## src/hdl/board_params.svh

```systemverilog
`ifndef BOARD_PARAMS_SVH
`define BOARD_PARAMS_SVH

// cpu side bus widths
`define BUS_ADDR_W 64
`define BUS_DATA_W 64

// on-chip ram geometry
`define WORD_W 32
`define RAM_WORDS 1024
// log2 of RAM_WORDS
`define RAM_IDX_W 10

// address map, byte addresses
`define RAM_BASE 64'h0000_0000_0000_1000

// keyboard character register, read only
`define KEY_ADDR 64'h0000_0000_0000_0F00

// console transmit strobe, write only
`define UART_ADDR 64'h0000_0000_0000_0F08

`endif

```

## src/hdl/board_pkg.sv

```systemverilog
`default_nettype none

`include "board_params.svh"

package board_pkg;

    // widths with a meaning on the bus
    typedef logic [`BUS_ADDR_W-1:0] bus_addr_t;
    typedef logic [`BUS_DATA_W-1:0] bus_data_t;
    typedef logic [`WORD_W-1:0]     word_t;
    typedef logic [`RAM_IDX_W-1:0]  ram_idx_t;
    typedef logic [7:0]             byte_t;
    typedef logic [3:0]             irq_vec_t;

    // load type, stores reuse 0..3 as sb/sh/sw/sd
    typedef enum logic [2:0] {
        LB  = 3'd0,
        LH  = 3'd1,
        LW  = 3'd2,
        LD  = 3'd3,
        LBU = 3'd4,
        LHU = 3'd5,
        LWU = 3'd6
    } ls_type_e;

    // access controller states
    typedef enum logic [2:0] {
        ST_IDLE,
        ST_RD_LO,
        ST_RD_HI,
        ST_RD_END,
        ST_WR_LO,
        ST_WR_HI,
        ST_IO_RD,
        ST_IO_WR
    } ctrl_state_e;

    // cpu request, held by the cpu until done
    typedef struct packed {
        bus_addr_t addr;
        ls_type_e  ls_type;
        bus_data_t wdata;
    } bus_req_t;

    // one ram beat
    typedef struct packed {
        logic       en;
        logic       we;
        logic [3:0] byte_en;
        ram_idx_t   idx;
        word_t      wdata;
    } ram_req_t;

endpackage

`default_nettype wire

```

## src/hdl/bus_ctrl.sv

```systemverilog
`timescale 1ns/1ps
`default_nettype none

`include "board_params.svh"

module bus_ctrl (
    input  wire                   CLOCK_50,
    input  wire                   KEY0,
    input  wire board_pkg::bus_req_t req,
    input  wire                   read_en,
    input  wire                   write_en,
    output board_pkg::bus_data_t  rdata,
    output logic                  read_done,
    output logic                  write_done,
    output board_pkg::ram_req_t   ram_req,
    input  wire board_pkg::word_t ram_rdata,
    input  wire board_pkg::byte_t key_char,
    output logic                  tx_wr,
    output board_pkg::byte_t      tx_byte
);
    import board_pkg::*;

    ctrl_state_e state;
    bus_req_t    req_q;
    word_t       lo_q;
    bus_addr_t   ram_off;
    ram_idx_t    base_idx;
    logic [1:0]  byte_off;
    logic        beat_hi;
    logic        is_dbl;

    // ram window check, full byte range of the array
    function automatic logic in_ram(bus_addr_t a);
        return (a >= `RAM_BASE) && (a < (`RAM_BASE + (`RAM_WORDS * 4)));
    endfunction

    // lane mask from store type and byte offset
    function automatic logic [3:0] lane_mask(ls_type_e t, logic [1:0] off);
        case (t)
            LB:      return 4'b0001 << off;
            LH:      return 4'b0011 << off;
            default: return 4'b1111;
        endcase
    endfunction

    // shift selected lanes down, then sign or zero extend
    function automatic bus_data_t extend_load(ls_type_e t, word_t w, logic [1:0] off);
        word_t s;
        s = w >> {off, 3'b000};
        case (t)
            LB:      return {{(`BUS_DATA_W-8){s[7]}}, s[7:0]};
            LH:      return {{(`BUS_DATA_W-16){s[15]}}, s[15:0]};
            LW:      return {{(`BUS_DATA_W-32){s[31]}}, s[31:0]};
            LBU:     return {{(`BUS_DATA_W-8){1'b0}}, s[7:0]};
            LHU:     return {{(`BUS_DATA_W-16){1'b0}}, s[15:0]};
            default: return {{(`BUS_DATA_W-32){1'b0}}, s[31:0]};
        endcase
    endfunction

    // word index and lane offset of the latched request
    assign ram_off  = req_q.addr - `RAM_BASE;
    assign base_idx = ram_off[`RAM_IDX_W+1:2];
    assign byte_off = req_q.addr[1:0];
    // ld and sd share code 3, two beats
    assign is_dbl   = (req_q.ls_type == LD);
    assign beat_hi  = (state == ST_RD_HI) || (state == ST_WR_HI);

    // ram beat, built from state and latched request
    always_comb begin
        ram_req         = '0;
        ram_req.en      = (state == ST_RD_LO) || (state == ST_RD_HI) ||
                          (state == ST_WR_LO) || (state == ST_WR_HI);
        ram_req.we      = (state == ST_WR_LO) || (state == ST_WR_HI);
        ram_req.idx     = base_idx + {{(`RAM_IDX_W-1){1'b0}}, beat_hi};
        ram_req.byte_en = lane_mask(req_q.ls_type, byte_off);
        // narrow stores replicate across lanes, byte_en picks the lane
        case (req_q.ls_type)
            LB:      ram_req.wdata = {4{req_q.wdata[7:0]}};
            LH:      ram_req.wdata = {2{req_q.wdata[15:0]}};
            default: ram_req.wdata = beat_hi ? req_q.wdata[63:32] : req_q.wdata[31:0];
        endcase
    end

    // console strobe, one cycle in the io write state
    assign tx_wr   = (state == ST_IO_WR) && (req_q.addr == `UART_ADDR);
    assign tx_byte = req_q.wdata[7:0];

    // request and low word capture
    always_ff @(posedge CLOCK_50) begin
        if ((state == ST_IDLE) && (read_en || write_en)) begin
            req_q <= req;
        end
        // first ld word arrives during the high beat
        if (state == ST_RD_HI) begin
            lo_q <= ram_rdata;
        end
    end

    // access sequencer and done flags
    always_ff @(posedge CLOCK_50 or negedge KEY0) begin
        if (!KEY0) begin
            state      <= ST_IDLE;
            read_done  <= 1'b1;
            write_done <= 1'b1;
            rdata      <= '0;
        end else begin
            case (state)
                ST_IDLE: begin
                    // read wins if both pulse, cpu never does that
                    if (read_en) begin
                        read_done <= 1'b0;
                        state     <= in_ram(req.addr) ? ST_RD_LO : ST_IO_RD;
                    end else if (write_en) begin
                        write_done <= 1'b0;
                        state      <= in_ram(req.addr) ? ST_WR_LO : ST_IO_WR;
                    end
                end
                ST_RD_LO: begin
                    state <= is_dbl ? ST_RD_HI : ST_RD_END;
                end
                ST_RD_HI: begin
                    state <= ST_RD_END;
                end
                ST_RD_END: begin
                    // low word sits at the lower address
                    if (is_dbl) begin
                        rdata <= {ram_rdata, lo_q};
                    end else begin
                        rdata <= extend_load(req_q.ls_type, ram_rdata, byte_off);
                    end
                    read_done <= 1'b1;
                    state     <= ST_IDLE;
                end
                ST_WR_LO: begin
                    if (is_dbl) begin
                        state <= ST_WR_HI;
                    end else begin
                        write_done <= 1'b1;
                        state      <= ST_IDLE;
                    end
                end
                ST_WR_HI: begin
                    write_done <= 1'b1;
                    state      <= ST_IDLE;
                end
                ST_IO_RD: begin
                    // unmapped reads give zero
                    if (req_q.addr == `KEY_ADDR) begin
                        rdata <= {{(`BUS_DATA_W-8){1'b0}}, key_char};
                    end else begin
                        rdata <= '0;
                    end
                    read_done <= 1'b1;
                    state     <= ST_IDLE;
                end
                ST_IO_WR: begin
                    // unmapped writes just complete
                    write_done <= 1'b1;
                    state      <= ST_IDLE;
                end
                default: begin
                    state <= ST_IDLE;
                end
            endcase
        end
    end

endmodule

`default_nettype wire

```

## config.mk

```make
export PLATFORM = sky130hd
export DESIGN_NAME = bus_ctrl
export DESIGN_NICKNAME = d
export VERILOG_FILES = /design/src/hdl/board_pkg.sv /design/src/hdl/bus_ctrl.sv
export VERILOG_INCLUDE_DIRS = /design/src /design/src/hdl
export SDC_FILE = /design/constraint.sdc
export NUM_CORES = 1
export LEC_CHECK = 0
export CORE_MARGIN = 2
export CORE_UTILIZATION = 32
export CTS_CLUSTER_SIZE = 40
export DETAILED_ROUTE_END_ITERATION = 12
export DONT_BUFFER_PORTS = 1
export PLACE_DENSITY = 0.5
export SYNTH_ARGS = -nofsm -noshare
export SYNTH_HDL_FRONTEND = slang
export SYNTH_SLANG_ARGS = --single-unit
```

## constraint.sdc

```tcl
create_clock -name CLOCK_50 -period 17.35 [get_ports CLOCK_50]
set_clock_uncertainty 0.2 [all_clocks]
set_input_delay 0.8675 -clock CLOCK_50 [delete_from_list [all_inputs] [get_ports CLOCK_50]]
set_output_delay 0.8675 -clock CLOCK_50 [all_outputs]
set_load 0.03 [all_outputs]
```

After elaboration in Yosys (flattened, before gate mapping)
Cells that the tools add are included.
{"block": "word_totals", "reg_bits": 232, "latch_bits": 0, "ram_bits": 0, "romBits": 0, "inputBits": 175, "elab_cells": 73, "memories": 0}
{"block": "op_classes", "n_addsub": 2, "multipliers": 0, "div": 0, "magnitude_cmp": 2, "eq_ne": 19, "shifts": 3, "muxes": 20, "n_bitwise": 0, "reduce_logical": 19}
{"op": "64-bit case mux with 5 select lines", "count": 1}
{"op": "64-bit by 12-bit == test with 1-bit output, second input constant", "count": 2}
{"op": "64-bit case mux with 2 select lines", "count": 1}
{"op": "64-bit by 13-bit greater-or-equal comparator with 1-bit output, second input constant", "count": 1}
{"op": "64-bit by 14-bit less-than comparator with 1-bit output, second input constant", "count": 1}
{"op": "64-bit 2-to-1 mux", "count": 1}
{"op": "32-bit case mux with 2 select lines", "count": 1}
{"op": "32-bit 2-to-1 mux", "count": 1}
{"op": "32-bit by 5-bit >> shifter with 32-bit output", "count": 1}
{"op": "3-bit == test, second input constant", "count": 6}
{"op": "3-bit case mux with 5 select lines", "count": 1}
{"op": "3-bit by 2-bit == test with 1-bit output, second input constant", "count": 4}
{"op": "3-bit 2-to-1 mux", "count": 4}
{"op": "12-bit by 1-bit subtractor with 12-bit output, second input constant", "count": 1}
{"op": "10-bit by 1-bit adder with 10-bit output", "count": 1}
{"op": "8-bit 2-to-1 mux", "count": 1}
{"op": "2-bit != test, second input constant", "count": 4}
{"op": "4-bit case mux with 2 select lines", "count": 1}
{"op": "3-bit by 1-bit == test with 1-bit output, second input constant", "count": 2}
{"op": "3-bit zero test", "count": 2}
{"op": "1-bit logical OR", "count": 6}
{"op": "1-bit 2-to-1 mux", "count": 5}
{"op": "4-bit AND reduction", "count": 1}
{"op": "2-bit nonzero test", "count": 2}
{"op": "11 further kinds", "count": 14}

Logic depth before layout (Yosys ltp)
{"block": "logic_depth", "depth_word": 6, "ltp_mapped": 10, "depth_no_buf": 8}

Worst setup path before layout
Ideal clock, no wire load.
{"block": "synth_timing", "kind": "input -> register", "from": "input port read_en", "to": "register req_q, in the netlist byte_off[0], enable pin", "arrival_time_ns": 13.245, "required_time_ns": 16.207, "path_slack_ns": 2.962, "stages": 2, "path_buffers": 0, "path_cell_list": "nor2_1 -> nor4_1"}
{"block": "synth_between", "elab_chain_len": 2}
{"element": "from (decl)", "line": "bus_ctrl.sv:10", "rtl": "input wire read_en,"}
{"element": "1-bit logical OR", "line": "bus_ctrl.sv:90", "rtl": "if ((state == ST_IDLE) && (read_en || write_en)) begin"}
{"element": "1-bit logical AND", "line": "bus_ctrl.sv:90"}
{"element": "to (signal assigned)", "line": "bus_ctrl.sv:91", "rtl": "req_q <= req;"}
{"element": "to (decl)", "line": "bus_ctrl.sv:24", "rtl": "bus_req_t req_q;"}
No other way between the ends.
A chain may end at the register's enable or synchronous reset.

==> impl_metrics.csv <==
group,metric,value,unit
die,die_width,184,um
global_routing,overflow,0,
sta,finalSetupTns,0,ns
route,drt-total-wl,29500,um
flow_run,drv_cap,0,
route,drt_iter0_drc,388,
layout,drive_gt1_share,15.6,%
clocking,cts_setup_buffers,0,
global_routing,grt_usage,17.2,%
sta,slew_viol_final,0,
run_status,violations,"hold timing",
route,antenna_left,0,
die,std_cell_rows,65,
pwr,p_leak,4.09,nW
pwr,ir_worst_vdd,0.107,mV
die,ios,298,
route,vias_per_cell,5.39,
placement,port_buffers,0,
worst_setup_path,ff2ff_path_depth,6,
route,drc,0,
sta,post-route-period-util,25.7,%
logic_synthesis,synth_cells,809,
die,die_area,33800,sq um
sta,fmax,224,MHz
die,initial_core_util,32.7,%
logic_synthesis,yosysSeqAreaShare,63.9,%
run_status,outcome,"complete, but fails checks",
logic_synthesis,ys.flop_type,"edfxtp_1",
die,die_h,184,um
worst_setup_path,critPathKind,"reg -> out",
clocking,clk_pin_slew,0.06,ns
sta,worst_pin_slew,1.06,ns
global_routing,grt_pass1_vias,6763,
route,first_pass_iters,5,
placement,place_hpwl,20000,um
worst_setup_path,cp_data_required_time,16.28,ns
worst_setup_path,timing.rr.start,"byte_off[0]",
sta,hold_violations,2,
die,coreArea,31700,sq um
worst_setup_path,r2r_setup_slack,13.97,ns
layout,nets,967,
logic_synthesis,synth_cell_types,56,
global_routing,grt_max_degree,86,
hold_path,hold_path.class,"in -> async",
placement,gp_congestion,0.770,
clocking,clkLatencyLatePin,0.54,ns
logic_synthesis,synth_edf_count,163,
clocking,numCtsBuffers,27,
route,vias,6520,
layout,diodes,0,
clocking,clockBufferDepth,3,
worst_setup_path,endpoint_kind,"output pin",
sta,setup_viol,0,
worst_setup_path,crit_fanout,21,
pwr,power-per-cell-area,204,nW/um^2
clocking,cts.sinks,232,
logic_synthesis,ys_warn_count,0,
sta,maxSlewHeadroom,29.3,%
layout,area_delta_synth_final,11.6,%
sta,hold-worst-slack,-0.00677,ns
global_routing,antenna_found_initial,2,
route,routedWlPerCell,24.4,um
logic_synthesis,post_synth.cell_area_avg,12.8,sq um
worst_setup_path,crit_start,"state[2]",
clocking,htreeDepth,1,
logic_synthesis,syn_area,10400,sq um
worst_setup_path,cp.arrival,3.39,ns
worst_setup_path,critPathLaunchType,"register",
clocking,cts_tree,"built",
logic_synthesis,synth.net_count,989,
worst_setup_path,worstSetupEndpoint,"ram_req[40]",
global_routing,grt_pass1_wl,43800,um
worst_setup_path,r2r_end,"rdata[44]",
clocking,cts_root_buf,"clkbuf_16",
logic_synthesis,ys_seq_elements,232,
logic_synthesis,synthArstFlopShare,29.7,%
sta,rsz0062_at_grt,"no",
pwr,fin_total_pwr,2.36,mW
sta,finalCriticalPeriod,4.46,ns
## timing repair
action,in CTS,in global routing
endpoints found under the hold margin,69,0
gates resized for setup,0,0
hold buffers,1,0
## cells in the final DEF (no fill, tap or decap), drive strengths merged, types with 11 or more instances in the layout
| master | n |
|---|---|
| clkbuf | 35 |
| nand4 | 11 |
| edfxtp | 163 |
| nor4 | 34 |
| o21ai | 111 |
| nand2 | 101 |
| a31oi | 18 |
| mux2i | 25 |
| nor2b | 11 |
| dfrtp | 67 |
| a211oi | 18 |
| nand3b | 13 |
| inv | 16 |
| buf | 16 |
| nor2 | 31 |
## state kept, by name, indices dropped and copies added, names as in the netlist
register	count
req_q	121
rdata	64
lo_q	32
tx_byte	8
state	3
byte_off	2
read_done	1
write_done	1
## where the power goes
| group | switching (mW) | leakage [nW] | internal (mW) | total, mW |
|---|---|---|---|---|
| Clock | 0.235 | 0.429 | 0.338 | 0.573 |
| Combinational | 0.513 | 1.27 | 0.206 | 0.719 |
| Sequential | 0.257 | 2.40 | 0.806 | 1.06 |
## cell families after synthesis
kind of cell | share of synthesized area (%)
and+or+nand+nor | 11.0
adders and majority gates | 0.604
buffers and inverters | 3.88
AOI/OAI and AO/OA | 14.8
DFF | 63.9
muxes | 5.02
xor gates and xnor gates | 0.761
## worst min-delay path by stage
stage,from,to,slack (ns)
after floorplan,lo_q[16],rdata[16],0.32
after global placement,lo_q[24],rdata[24],0.32
after detailed placement,lo_q[25],rdata[25],0.34
after CTS,KEY0,state[1],0.02
after global routing,KEY0,rdata[2],0.005
final,KEY0,rdata[2],-0.007
## synthesized netlist by cell type (9+ instances only)
library cell	instances	area share, %
nor2_1	31	1.1
o21ai_0	62	3.0
a211oi_1	17	1.2
edfxtp_1	163	47
nand4_1	11	0.66
o21a_1	9	0.65
nor4_1	33	2.0
mux2i_1	25	2.4
nand2_1	101	3.7
nor2b_1	11	0.66
a31oi_1	18	1.1
buf_4	9	0.65
inv_1	13	0.47
dfrtp_1	67	16
clkbuf_1	30	1.1
o21ai_2	30	2.5
o21ai_1	19	0.92
buf_2	15	0.72
nand3b_1	13	0.94
## per-layer routing
| metal | global-route usage, % | vias to the layer above | part of all wire, % |
|---|---|---|---|
| met1 | 21.5 | 3197 | 40 |
| met4 | 4.10 | 4 | 2.2 |
| met2 | 28.0 | 250 | 48 |
| li1 | - | 3028 | - |
| met5 | 0 | - | 0.071 |
| met3 | 6.77 | 41 | 9.9 |
## stage by stage
stage | area (sq um) | std cells | utilization [%] | worst slack, ns
global placement | 10600 | 1159 | 33.6 | 13.43
floorplan | 10400 | 809 | - | 2.96
finish | 11600 | 1210 | 36.4 | 12.89
CTS | 11600 | 1210 | 36.4 | 12.79
global route | 11600 | 1210 | 36.4 | 12.57
detailed placement | 10600 | 1159 | 33.6 | 13.39
## worst max-delay path, cell delays in order (launching register included)
cell and delay (ns):
dfrtp_1 0.50, nor2_1 0.35, a21boi_2 0.09, buf_4 0.24, inv_2 0.37, ha_1 0.34
ha_1 0.26, nand4_1 0.12, xnor2_1 0.58
## cell type report
| type | count | area [sq um] |
|---|---|---|
| Fill cell | 3116 | 20200 |
| Sequential cell | 232 | 6620 |
| Multi-Input combinational cell | 496 | 3350 |
| Clock buffer | 35 | 716 |
| Tap cell | 402 | 503 |
| Clock inverter | 15 | 171 |
| Timing Repair Buffer | 16 | 140 |
| Inverter | 14 | 52.6 |
Note: power is estimated with default switching activity, not from simulation.
