<file path="config.mk">
export PLATFORM = sky130hd
export DESIGN_NAME = periph_regs
export DESIGN_NICKNAME = d
export VERILOG_FILES = /design/src/hdl/board_pkg.sv /design/src/hdl/periph_regs.sv
export VERILOG_INCLUDE_DIRS = /design/src /design/src/hdl
export SDC_FILE = /design/constraint.sdc
export NUM_CORES = 1
export LEC_CHECK = 0
export BUFFER_PORTS_ARGS = -buffer_cell sky130_fd_sc_hd__clkbuf_2
export CORE_MARGIN = 4
export CORE_UTILIZATION = 36
export DETAILED_ROUTE_END_ITERATION = 8
export PLACE_DENSITY = 0.72
export SYNTH_ARGS = -nofsm -noshare
export SYNTH_HDL_FRONTEND = slang
export SYNTH_SLANG_ARGS = --single-unit
</file>
<file path="constraint.sdc">
create_clock -name CLOCK_50 -period 1.1 [get_ports CLOCK_50]
set_clock_uncertainty 0.15 [all_clocks]
set_input_delay 0.055 -clock CLOCK_50 [delete_from_list [all_inputs] [get_ports CLOCK_50]]
set_output_delay 0.055 -clock CLOCK_50 [all_outputs]
set_load 0.02 [all_outputs]
</file>
<file path="src/hdl/board_params.svh">
`ifndef BOARD_PARAMS_SVH
`define BOARD_PARAMS_SVH

// cpu side bus widths
`define BUS_ADDR_W 64
`define BUS_DATA_W 64

// on-chip ram geometry
`define WORD_W 32
`define RAM_WORDS 1024
// log2 of RAM_WORDS
`define RAM_IDX_W 10

// address map, byte addresses
`define RAM_BASE 64'h0000_0000_0000_1000

// keyboard character register, read only
`define KEY_ADDR 64'h0000_0000_0000_0F00

// console transmit strobe, write only
`define UART_ADDR 64'h0000_0000_0000_0F08

`endif

</file>
<file path="src/hdl/board_pkg.sv">
`default_nettype none

`include "board_params.svh"

package board_pkg;

    // widths with a meaning on the bus
    typedef logic [`BUS_ADDR_W-1:0] bus_addr_t;
    typedef logic [`BUS_DATA_W-1:0] bus_data_t;
    typedef logic [`WORD_W-1:0]     word_t;
    typedef logic [`RAM_IDX_W-1:0]  ram_idx_t;
    typedef logic [7:0]             byte_t;
    typedef logic [3:0]             irq_vec_t;

    // load type, stores reuse 0..3 as sb/sh/sw/sd
    typedef enum logic [2:0] {
        LB  = 3'd0,
        LH  = 3'd1,
        LW  = 3'd2,
        LD  = 3'd3,
        LBU = 3'd4,
        LHU = 3'd5,
        LWU = 3'd6
    } ls_type_e;

    // access controller states
    typedef enum logic [2:0] {
        ST_IDLE,
        ST_RD_LO,
        ST_RD_HI,
        ST_RD_END,
        ST_WR_LO,
        ST_WR_HI,
        ST_IO_RD,
        ST_IO_WR
    } ctrl_state_e;

    // cpu request, held by the cpu until done
    typedef struct packed {
        bus_addr_t addr;
        ls_type_e  ls_type;
        bus_data_t wdata;
    } bus_req_t;

    // one ram beat
    typedef struct packed {
        logic       en;
        logic       we;
        logic [3:0] byte_en;
        ram_idx_t   idx;
        word_t      wdata;
    } ram_req_t;

endpackage

`default_nettype wire

</file>
<file path="src/hdl/periph_regs.sv">
`timescale 1ns/1ps
`default_nettype none

module periph_regs (
    input  wire                    CLOCK_50,
    input  wire                    KEY0,
    input  wire                    key_pressed,
    input  wire board_pkg::byte_t  key_ascii,
    output board_pkg::byte_t       key_char,
    input  wire                    irq_ack,
    output board_pkg::irq_vec_t    irq_vec,
    input  wire                    tx_wr,
    input  wire board_pkg::byte_t  tx_byte,
    output logic                   tx_valid,
    output board_pkg::byte_t       tx_data
);
    import board_pkg::*;

    // keyboard is the only interrupt source
    localparam irq_vec_t KEY_IRQ = irq_vec_t'(1);

    logic key_d;
    logic key_edge;
    logic irq_set;
    logic irq_clr;

    // rising edge of the decoder strobe
    assign key_edge = key_pressed && !key_d;

    // any printable press raises the irq
    assign irq_set = key_pressed && (key_ascii != '0);
    assign irq_clr = irq_ack && (irq_vec != '0);

    // key edge detect and character latch
    always_ff @(posedge CLOCK_50 or negedge KEY0) begin
        if (!KEY0) begin
            key_d    <= 1'b0;
            key_char <= '0;
        end else begin
            key_d <= key_pressed;
            if (key_edge) begin
                key_char <= key_ascii;
            end
        end
    end

    // one-deep interrupt
    always_ff @(posedge CLOCK_50 or negedge KEY0) begin
        if (!KEY0) begin
            irq_vec <= '0;
        end else begin
            // ack beats a new press in the same cycle
            if (irq_clr) begin
                irq_vec <= '0;
            end else if (irq_set) begin
                irq_vec <= KEY_IRQ;
            end
        end
    end

    // console strobe, single cycle
    always_ff @(posedge CLOCK_50 or negedge KEY0) begin
        if (!KEY0) begin
            tx_valid <= 1'b0;
        end else begin
            tx_valid <= tx_wr;
        end
    end

    // transmit byte, held until the next write
    always_ff @(posedge CLOCK_50) begin
        if (tx_wr) begin
            tx_data <= tx_byte;
        end
    end

endmodule

`default_nettype wire

</file>
* After elaboration in Yosys (flattened, before gate mapping)
Cells that the tools add are included.
Cells by class: add/sub/neg operators 0, order comparisons 0, mux-type cells 2, reductions and logical operators 7, div/mod/pow operators 0, multiply operators 0, shifts and indexed selects 0, eq/ne operators 0, bitwise operators 0
Operator list (count):
- 4-bit two-way mux | 2
- 8-bit nonzero test | 1
- 4-bit nonzero test | 1
- 1-bit logical AND | 3
- 2-bit nonzero test | 1
- 1-bit zero test | 1
Word-level totals: word-level logic and storage cells 14, memories kept 0, output and inout port bits 21, memory bits (read-only) 0, flip-flop bits (word level) 22, input port bits 21, memory bits (writable) 0, latch bits 0

* Longest topological paths before layout
Gate-level depths: netlist of run 1.
depth after elaboration 4, depth in mapped cells 3, mapped depth without buffers 3

* Least setup slack after synthesis of run 1
No wires, ideal clock.
kind reg2reg, start point reg key_d, end point reg key_char[0], library setup time 0.125 ns, stages on the path, launching flop included 4, data required time 0.825 ns, arrival time 0.879 ns, setup slack -0.053 ns, buffers on the path 1, period minus slack after synthesis 1.153 ns, cells stage by stage dfrtp_1 -> nand2b_1 -> buf_2 -> mux2_2
Between the ends: word-level cells in the longest chain between the ends 2
RTL lines:
- from (decl) | line periph_regs.sv:22 | logic key_d;
- from (signal assigned) | line periph_regs.sv:40 | key_d <= key_pressed;
- 1-bit zero test | line periph_regs.sv:28 | assign key_edge = key_pressed && !key_d;
- 1-bit logical AND | line periph_regs.sv:28
- to (signal assigned) | line periph_regs.sv:42 | key_char <= key_ascii;
- to (decl) | line periph_regs.sv:9 | output board_pkg::byte_t key_char,
Every way passes these cells. A chain may end at the register's enable or synchronous reset.

* Final worst setup path of run 1
start point reg key_d, end point reg key_char[7]
Same word-level chain as after synthesis.

==> summary.txt, run 1 <==
Outcome
  • Run status: finished, violations left
  • Failing checks: negative hold slack, negative setup slack

Global routing
  • Met1 track demand over resource: 14.7%
  • Overflow left after global routing: 0
  • Global routing usage on met3: 2.04%
  • Number of antenna violations at the first check in global routing: 0
  • Maximum number of pins on one net before global-route repair: 12
  • Met2 demand-to-capacity share in global routing: 23.8%
  • Global-route usage over all layers: 12.9%
  • Wire length of the first global-routing pass: 2.46 mm
  • Vias in the first global route: 533
  • Busiest layer in global routing: met2

Timing
  • Tightest hold margin: -0.00659 ns
  • Number of pins exceeding their max-slew limit in the final report: 0
  • Setup violation total in the final timing report: 8
  • Minimum period implied by the final worst setup slack: 1.13 ns
  • Unrepaired setup endpoints after global routing: yes
  • Final worst path period share: 103%
  • Final setup TNS: -0.145 ns
  • Final setup margin: -0.0318 ns
  • F_max: 884 MHz
  • Hold Vio Cnt, Final: 1

Hold path
  • Path category of the worst min-delay check: input port to flip-flop

Setup path
  • Cell family with most CP delay: multiplexers
  • Crit path cell chain: nand2b_4 -> mux2_2
  • Required time of the worst setup path: 1.12 ns
  • Crit path launch type: flip-flop
  • Largest fanout on the critical path: 8
  • Critical-path top delay cell: sky130_fd_sc_hd__mux2_2
  • Critical Path End Type: flip-flop
  • Count of buffering cells on the critical path with inverters included: 0
  • Slowest stage delay, CP: 0.36 ns
  • Type of the worst setup path: flip-flop to flip-flop
  • Crit path arrival time: 1.16 ns

Clock tree
  • Clock Root Buffer: sky130_fd_sc_hd__clkbuf_4
  • CTS sink count: 19
  • H-tree levels: 1
  • Clock Path Buffers: 2
  • Clock insertion delay at the later pin of the skew report: 0.28 ns
  • Total clock buffers created by CTS: 3
  • CTS tree: yes
  • Setup Fix Bufs, Post-CTS: 0
  • Number of instances resized during post-cts repair: 0
  • Clk slew on worst S/H paths: 0.10 ns

Floorplan
  • Core Rows: 15
  • Die area: 2630 µm²
  • Effective utilization at floorplan: 38.6%
  • Die height: 51.2 µm
  • Core Area: 1750 µm²
  • I/O Pins: 42
  • X dimension of the die: 51.2 µm

Layout
  • Filler Cell Count: 143
  • Leading cell type in the layout, fill and taps excluded: sky130_fd_sc_hd__clkbuf_2
  • Share of final-layout standard cells stronger than drive strength 1: 51.5%
  • Non-filler cells in the finished layout: 122
  • Post-route cell area: 1110 µm²
  • Fraction of the core area covered by cells at the end of the flow: 63.5%
  • Area occupied by registers: 515 µm²
  • Total Nets Final: 119
  • Multi-input gate area in the final layout: 145 µm²
  • Growth of design area from synthesis to finish: 64.7%
  • Ant diodes: 0
  • Most used cells in the layout excluding fill and tap cells: sky130_fd_sc_hd__clkbuf_2 (38), sky130_fd_sc_hd__dlygate4sd3_1 (20), sky130_fd_sc_hd__dfrtp_1 (11)

Placed design
  • Buffers added on ports: 38
  • Placed inst area: 882 µm²
  • Global placer's final weighted congestion: 0.638
  • Number of placed instances, taps included: 98

Synthesis
  • Cells after Synth: 37
  • Number of distinct library cells after synthesis: 10
  • Mean post-synth cell area: 18.2 µm²
  • Post-synthesis register bit count: 19
  • Fraction of the yosys area taken by sequential cells: 76.6%
  • Post-synthesis instance area: 673 µm²
  • Largest cells by area after synthesis: sky130_fd_sc_hd__dfrtp_1 (41%), sky130_fd_sc_hd__edfxtp_1 (36%), sky130_fd_sc_hd__mux2_2 (13%)
  • Proportion of netlist area held by the largest area contributor: 40.9%
  • Most area-hungry cell type in the Yosys netlist: sky130_fd_sc_hd__dfrtp_1
  • Total number of yosys warnings: 0

Drt
  • Detailed-router iteration count before antenna repair: 3
  • Number of nets with antenna violations after detailed routing: 0
  • Via total after detailed routing: 523
  • Initial DRC count: 5
  • Vias per std cell: 4.29
  • Detailed Route WL: 1.48 mm
  • Average wire per standard cell: 12.1 µm
  • Post-route DRC: 0

Power and ir drop
  • Worst voltage drop across the vdd grid: 1030 µV
  • Total leakage power: 0.000523 µW
  • Power density relative to cell area: 1370 nW/µm²

Job
  • Reported max-cap violation count: 0
==> repair_timing <==
action                                  CTS  global route
hold buffers                             19             1
endpoints found under the setup margin    8             8
hold endpoints to repair                 38             1
==> logic make-up (layout without fill, tap and decap cells) <==
| family | count (synthesis) | count (layout) | synth area share [%] |
|---|---|---|---|
| multiplexers | 9 | 9 | 14.9 |
| flip-flops | 19 | 19 | 76.6 |
| buffers and inverters | 4 | 62 | 4.09 |
| AO/OA/AOI/OAI | 1 | 1 | 0.743 |
| other | 1 | 3 | 0.557 |
| AND/OR/NAND/NOR | 3 | 3 | 3.16 |
==> power by group <==
group          leakage [µW]  internal (µW)  switching [µW]
clock network     0.0000150            141             191
logic              0.000301            160             182
registers          0.000207            816            33.4
==> per-layer routing <==
metal  vias up  part of all wire [%]
met2        18                    57
met5         -                     0
met3         2                   6.6
li1        248                     -
met1       255                    36
met4         0                  0.95
==> worst reg2reg max path, stage by stage, from the launching register on <==
cell                       delay [ns]
sky130_fd_sc_hd__dfrtp_1         0.33
sky130_fd_sc_hd__nand2b_4        0.18
sky130_fd_sc_hd__mux2_2          0.36
==> synth_stat cells, drive strengths merged <==
library cell	count
edfxtp	8
buf	4
mux2	8
dfrtp	11
mux2i	1
conb	1
nand2b	1
o21ai	1
or4	2
==> through the flow <==
stage                     worst slack [ns]  total power (µW)
after floorplan                    -0.0164              1030
after global placement             -0.0562              1140
after detailed placement           -0.0744              1150
after CTS                          -0.0218              1530
after global routing               -0.0704              1600
final                              -0.0318              1520
==> final timing paths <==
kind,slack [ns],to,startpoint,cells after the start
hold reg to reg,0.34,irq_vec[0],irq_vec[0],1
max in group asynchronous,0.53,key_char[1],KEY0,2
setup / recovery,-0.03,key_char[7],key_d,2
setup reg to reg,-0.03,key_char[7],key_d,2
hold / removal,-0.007,irq_vec[0],key_ascii[4],4
min in group asynchronous,0.05,key_char[3],KEY0,2
==> sequential cells by signal, indices dropped and copies added (netlist names) <==
name / cells
key_char: 8
irq_vec: 1
key_d: 1
tx_data: 8
tx_valid: 1
==> final cells by class <==
type | instances | area share [%]
Sequential cell | 19 | 46.5
Timing Repair Buffer | 58 | 35.2
Clock buffer | 4 | 2.37
Multi-Input combinational cell | 16 | 13.1
Tap cell | 25 | 2.82
(Power assumes the default switching activity.)
==> run 2, diff against run 1 <==
- CELL_PAD_IN_SITES_DETAIL_PLACEMENT: unset -> 1
- CELL_PAD_IN_SITES_GLOBAL_PLACEMENT: unset -> 2
- CORE_MARGIN: 4 -> unset
- CORE_UTILIZATION: 36 -> 22
- PLACE_DENSITY: 0.72 -> unset
- PLACE_DENSITY_LB_ADDON: unset -> 0.1
==> summary.txt, run 2 (synthesis results as in run 1) <==
Clock tree
  • CTS sink count: 19 (unchanged)
  • H-tree levels: 1 (unchanged)
  • Clock insertion delay at the later pin of the skew report: 0.29 ns (was 0.28 ns)
  • Clock Root Buffer: sky130_fd_sc_hd__clkbuf_4 (unchanged)
  • CTS tree: yes (unchanged)
  • Clk slew on worst S/H paths: 0.11 ns (was 0.10 ns)
  • Total clock buffers created by CTS: 3 (unchanged)
  • Clock Path Buffers: 2 (unchanged)

Global routing
  • Maximum number of pins on one net before global-route repair: 12 (unchanged)
  • Overflow left after global routing: 0 (unchanged)
  • Global-route usage over all layers: 11.1% (was 12.9%)
  • Vias in the first global route: 562 (was 533)
  • Number of antenna violations at the first check in global routing: 0 (unchanged)
  • Wire length of the first global-routing pass: 2.64 mm (was 2.46 mm)

Drt
  • Initial DRC count: 13 (was 5)
  • Number of nets with antenna violations after detailed routing: 0 (unchanged)
  • Detailed-router iteration count before antenna repair: 5 (was 3)
  • Detailed Route WL: 1.70 mm (was 1.48 mm)
  • Vias per std cell: 4.05 (was 4.29)
  • Post-route DRC: 5 (was 0)
  • Average wire per standard cell: 12.9 µm (was 12.1 µm)
  • Via total after detailed routing: 534 (was 523)

Layout
  • Post-route cell area: 1160 µm² (was 1110 µm²)
  • Growth of design area from synthesis to finish: 72.3% (was 64.7%)
  • Leading cell type in the layout, fill and taps excluded: sky130_fd_sc_hd__clkbuf_2 (unchanged)
  • Non-filler cells in the finished layout: 132 (was 122)
  • Fraction of the core area covered by cells at the end of the flow: 41.0% (was 63.5%)
  • Regs by FF count: key_char: 8 flops, tx_data: 8 flops (unchanged)
  • Ant diodes: 0 (unchanged)
  • Most used cells in the layout excluding fill and tap cells: sky130_fd_sc_hd__clkbuf_2 (34), sky130_fd_sc_hd__dlygate4sd3_1 (20), sky130_fd_sc_hd__dfrtp_1 (11) (was sky130_fd_sc_hd__clkbuf_2 (38), sky130_fd_sc_hd__dlygate4sd3_1 (20), sky130_fd_sc_hd__dfrtp_1 (11))
  • Share of final-layout standard cells stronger than drive strength 1: 54.5% (was 51.5%)
  • Total Nets Final: 123 (was 119)

Floorplan
  • Core Area: 2830 µm² (was 1750 µm²)
  • Core Rows: 19 (was 15)
  • Die area: 3290 µm² (was 2630 µm²)
  • I/O Pins: 42 (unchanged)
  • Effective utilization at floorplan: 23.8% (was 38.6%)
  • X dimension of the die: 57.3 µm (was 51.2 µm)
  • Die height: 57.3 µm (was 51.2 µm)

Timing
  • Setup violation total in the final timing report: 8 (unchanged)
  • F_max: 883 MHz (was 884 MHz)
  • Minimum period implied by the final worst setup slack: 1.13 ns (about the same)
  • Tightest hold margin: -0.00229 ns (was -0.00659 ns)
  • Unrepaired setup endpoints after global routing: yes (unchanged)
  • Final setup TNS: -0.209 ns (was -0.145 ns)
  • Number of pins exceeding their max-slew limit in the final report: 0 (unchanged)
  • Hold Vio Cnt, Final: 1 (unchanged)
  • Final setup margin: -0.0324 ns (was -0.0318 ns)
  • Final worst path period share: 103% (about the same)

Power and ir drop
  • Switching power: 430 µW (was 406 µW)
  • Relative contribution of sequential cells to total power: 54.4% (was 55.8%)
  • Power, Total: 1560 µW (was 1520 µW)
  • Worst voltage drop across the vdd grid: 713 µV (was 1030 µV)
  • Total leakage power: 0.000548 µW (was 0.000523 µW)
  • Internal power summed over all cells: 1130 µW (was 1120 µW)
  • Power density relative to cell area: 1350 nW/µm² (was 1370 nW/µm²)
  • Clk network pwr share: 22.0% (was 21.7%)
  • Portion of total power attributed to combinational logic: 23.5% (was 22.5%)
  • Switching power as a share of total power: 27.5% (was 26.7%)

Placed design
  • Buffers added on ports: 38 (unchanged)
  • Number of placed instances, taps included: 107 (was 98)
  • Placed inst area: 912 µm² (was 882 µm²)
  • Global placer's final weighted congestion: 0.686 (was 0.638)

Hold path
  • Hold Startpoint: key_ascii[2] (was key_ascii[4])
  • Path category of the worst min-delay check: input port to flip-flop (unchanged)
  • Endpoint, Worst Hold: irq_vec[0] (unchanged)
  • Depth of the worst hold-timing path: 4 (unchanged)

Outcome
  • Run status: finished, violations left (unchanged)
  • Failing checks: design-rule violations, negative hold slack, negative setup slack (was negative hold slack, negative setup slack)

Setup path
  • Crit path arrival time: 1.17 ns (was 1.16 ns)
  • Critical Path End Type: flip-flop (unchanged)
  • Critical register-to-register path endpoint: key_char[5] (was key_char[7])
  • Minimum setup slack among reg-to-reg paths: -0.03 ns (about the same)
  • Crit Reg-Reg Startpoint: key_d (unchanged)
  • Required time of the worst setup path: 1.14 ns (was 1.12 ns)
  • Worst r2r path cells: 2 (unchanged)
  • Largest fanout on the critical path: 8 (unchanged)
  • Type of the worst setup path: flip-flop to flip-flop (unchanged)
  • Crit path launch type: flip-flop (unchanged)

Job
  • Reported max-cap violation count: 0 (unchanged)
==> run 2: through the flow <==
| stage | setup slack [ns] | hold WS, ns |
|---|---|---|
| floorplan | -0.0164 | -0.391 |
| global placement | -0.103 | -0.194 |
| detailed placement | -0.124 | -0.195 |
| CTS | -0.0468 | -0.157 |
| global route | -0.0909 | -0.00381 |
| finish | -0.0324 | -0.00229 |
==> run 2: layer usage <==
layer  GRT usage [%]  vias up  wire length, µm
met4            2.09        0                0
met5               0        -                0
met3            4.76        0               96
li1                -      255                -
met2            21.3       20              975
met1            11.0      259              630
==> run 2: timing repair <==
| action | CTS | global route |
|---|---|---|
| buffers inserted | 0 | 1 |
| hold endpoints to repair | 38 | 2 |
| hold buffers | 18 | 2 |
| gates resized for setup | 0 | 8 |
| gates cloned | 0 | 0 |
| pin swaps | 0 | 0 |
| endpoints found under the setup margin | 8 | 13 |
==> run 2: worst max-delay path by stage <==
stage                  from     endpoint  slack (ns)  cells past startpoint
6_report              key_d  key_char[5]       -0.03                      2
3_5_place_dp   key_ascii[7]   irq_vec[0]       -0.12                      4
5_1_grt               key_d  key_char[0]       -0.09                      2
2_1_floorplan         key_d  key_char[0]       -0.02                      3
3_3_place_gp   key_ascii[7]   irq_vec[0]       -0.10                      4
4_1_cts               key_d  key_char[5]       -0.05                      2
==> run 2: worst max-delay path: stages, from the launching register on <==
cell,delay (ns)
sky130_fd_sc_hd__dfrtp_1,0.34
sky130_fd_sc_hd__nand2b_4,0.18
sky130_fd_sc_hd__mux2_2,0.35
==> run 2: layout make-up <==
class	instances	area, µm²
Tap cell	31	38.8
Fill cell	315	1670
Timing Repair Buffer	62	433
Clock inverter	1	5.00
Multi-Input combinational cell	16	145
Sequential cell	19	515
Clock buffer	3	22.5
==> run 2: power groups by stage <==
| stage | Sequential, µW | Combinational, µW | Clock, µW |
|---|---|---|---|
| 6_report | 850 | 368 | 344 |
| 5_1_grt | 860 | 393 | 392 |
| 4_1_cts | 851 | 347 | 373 |
| 3_5_place_dp | 866 | 297 | 0 |
| 3_3_place_gp | 864 | 299 | 0 |
| 2_1_floorplan | 955 | 75.6 | 0 |
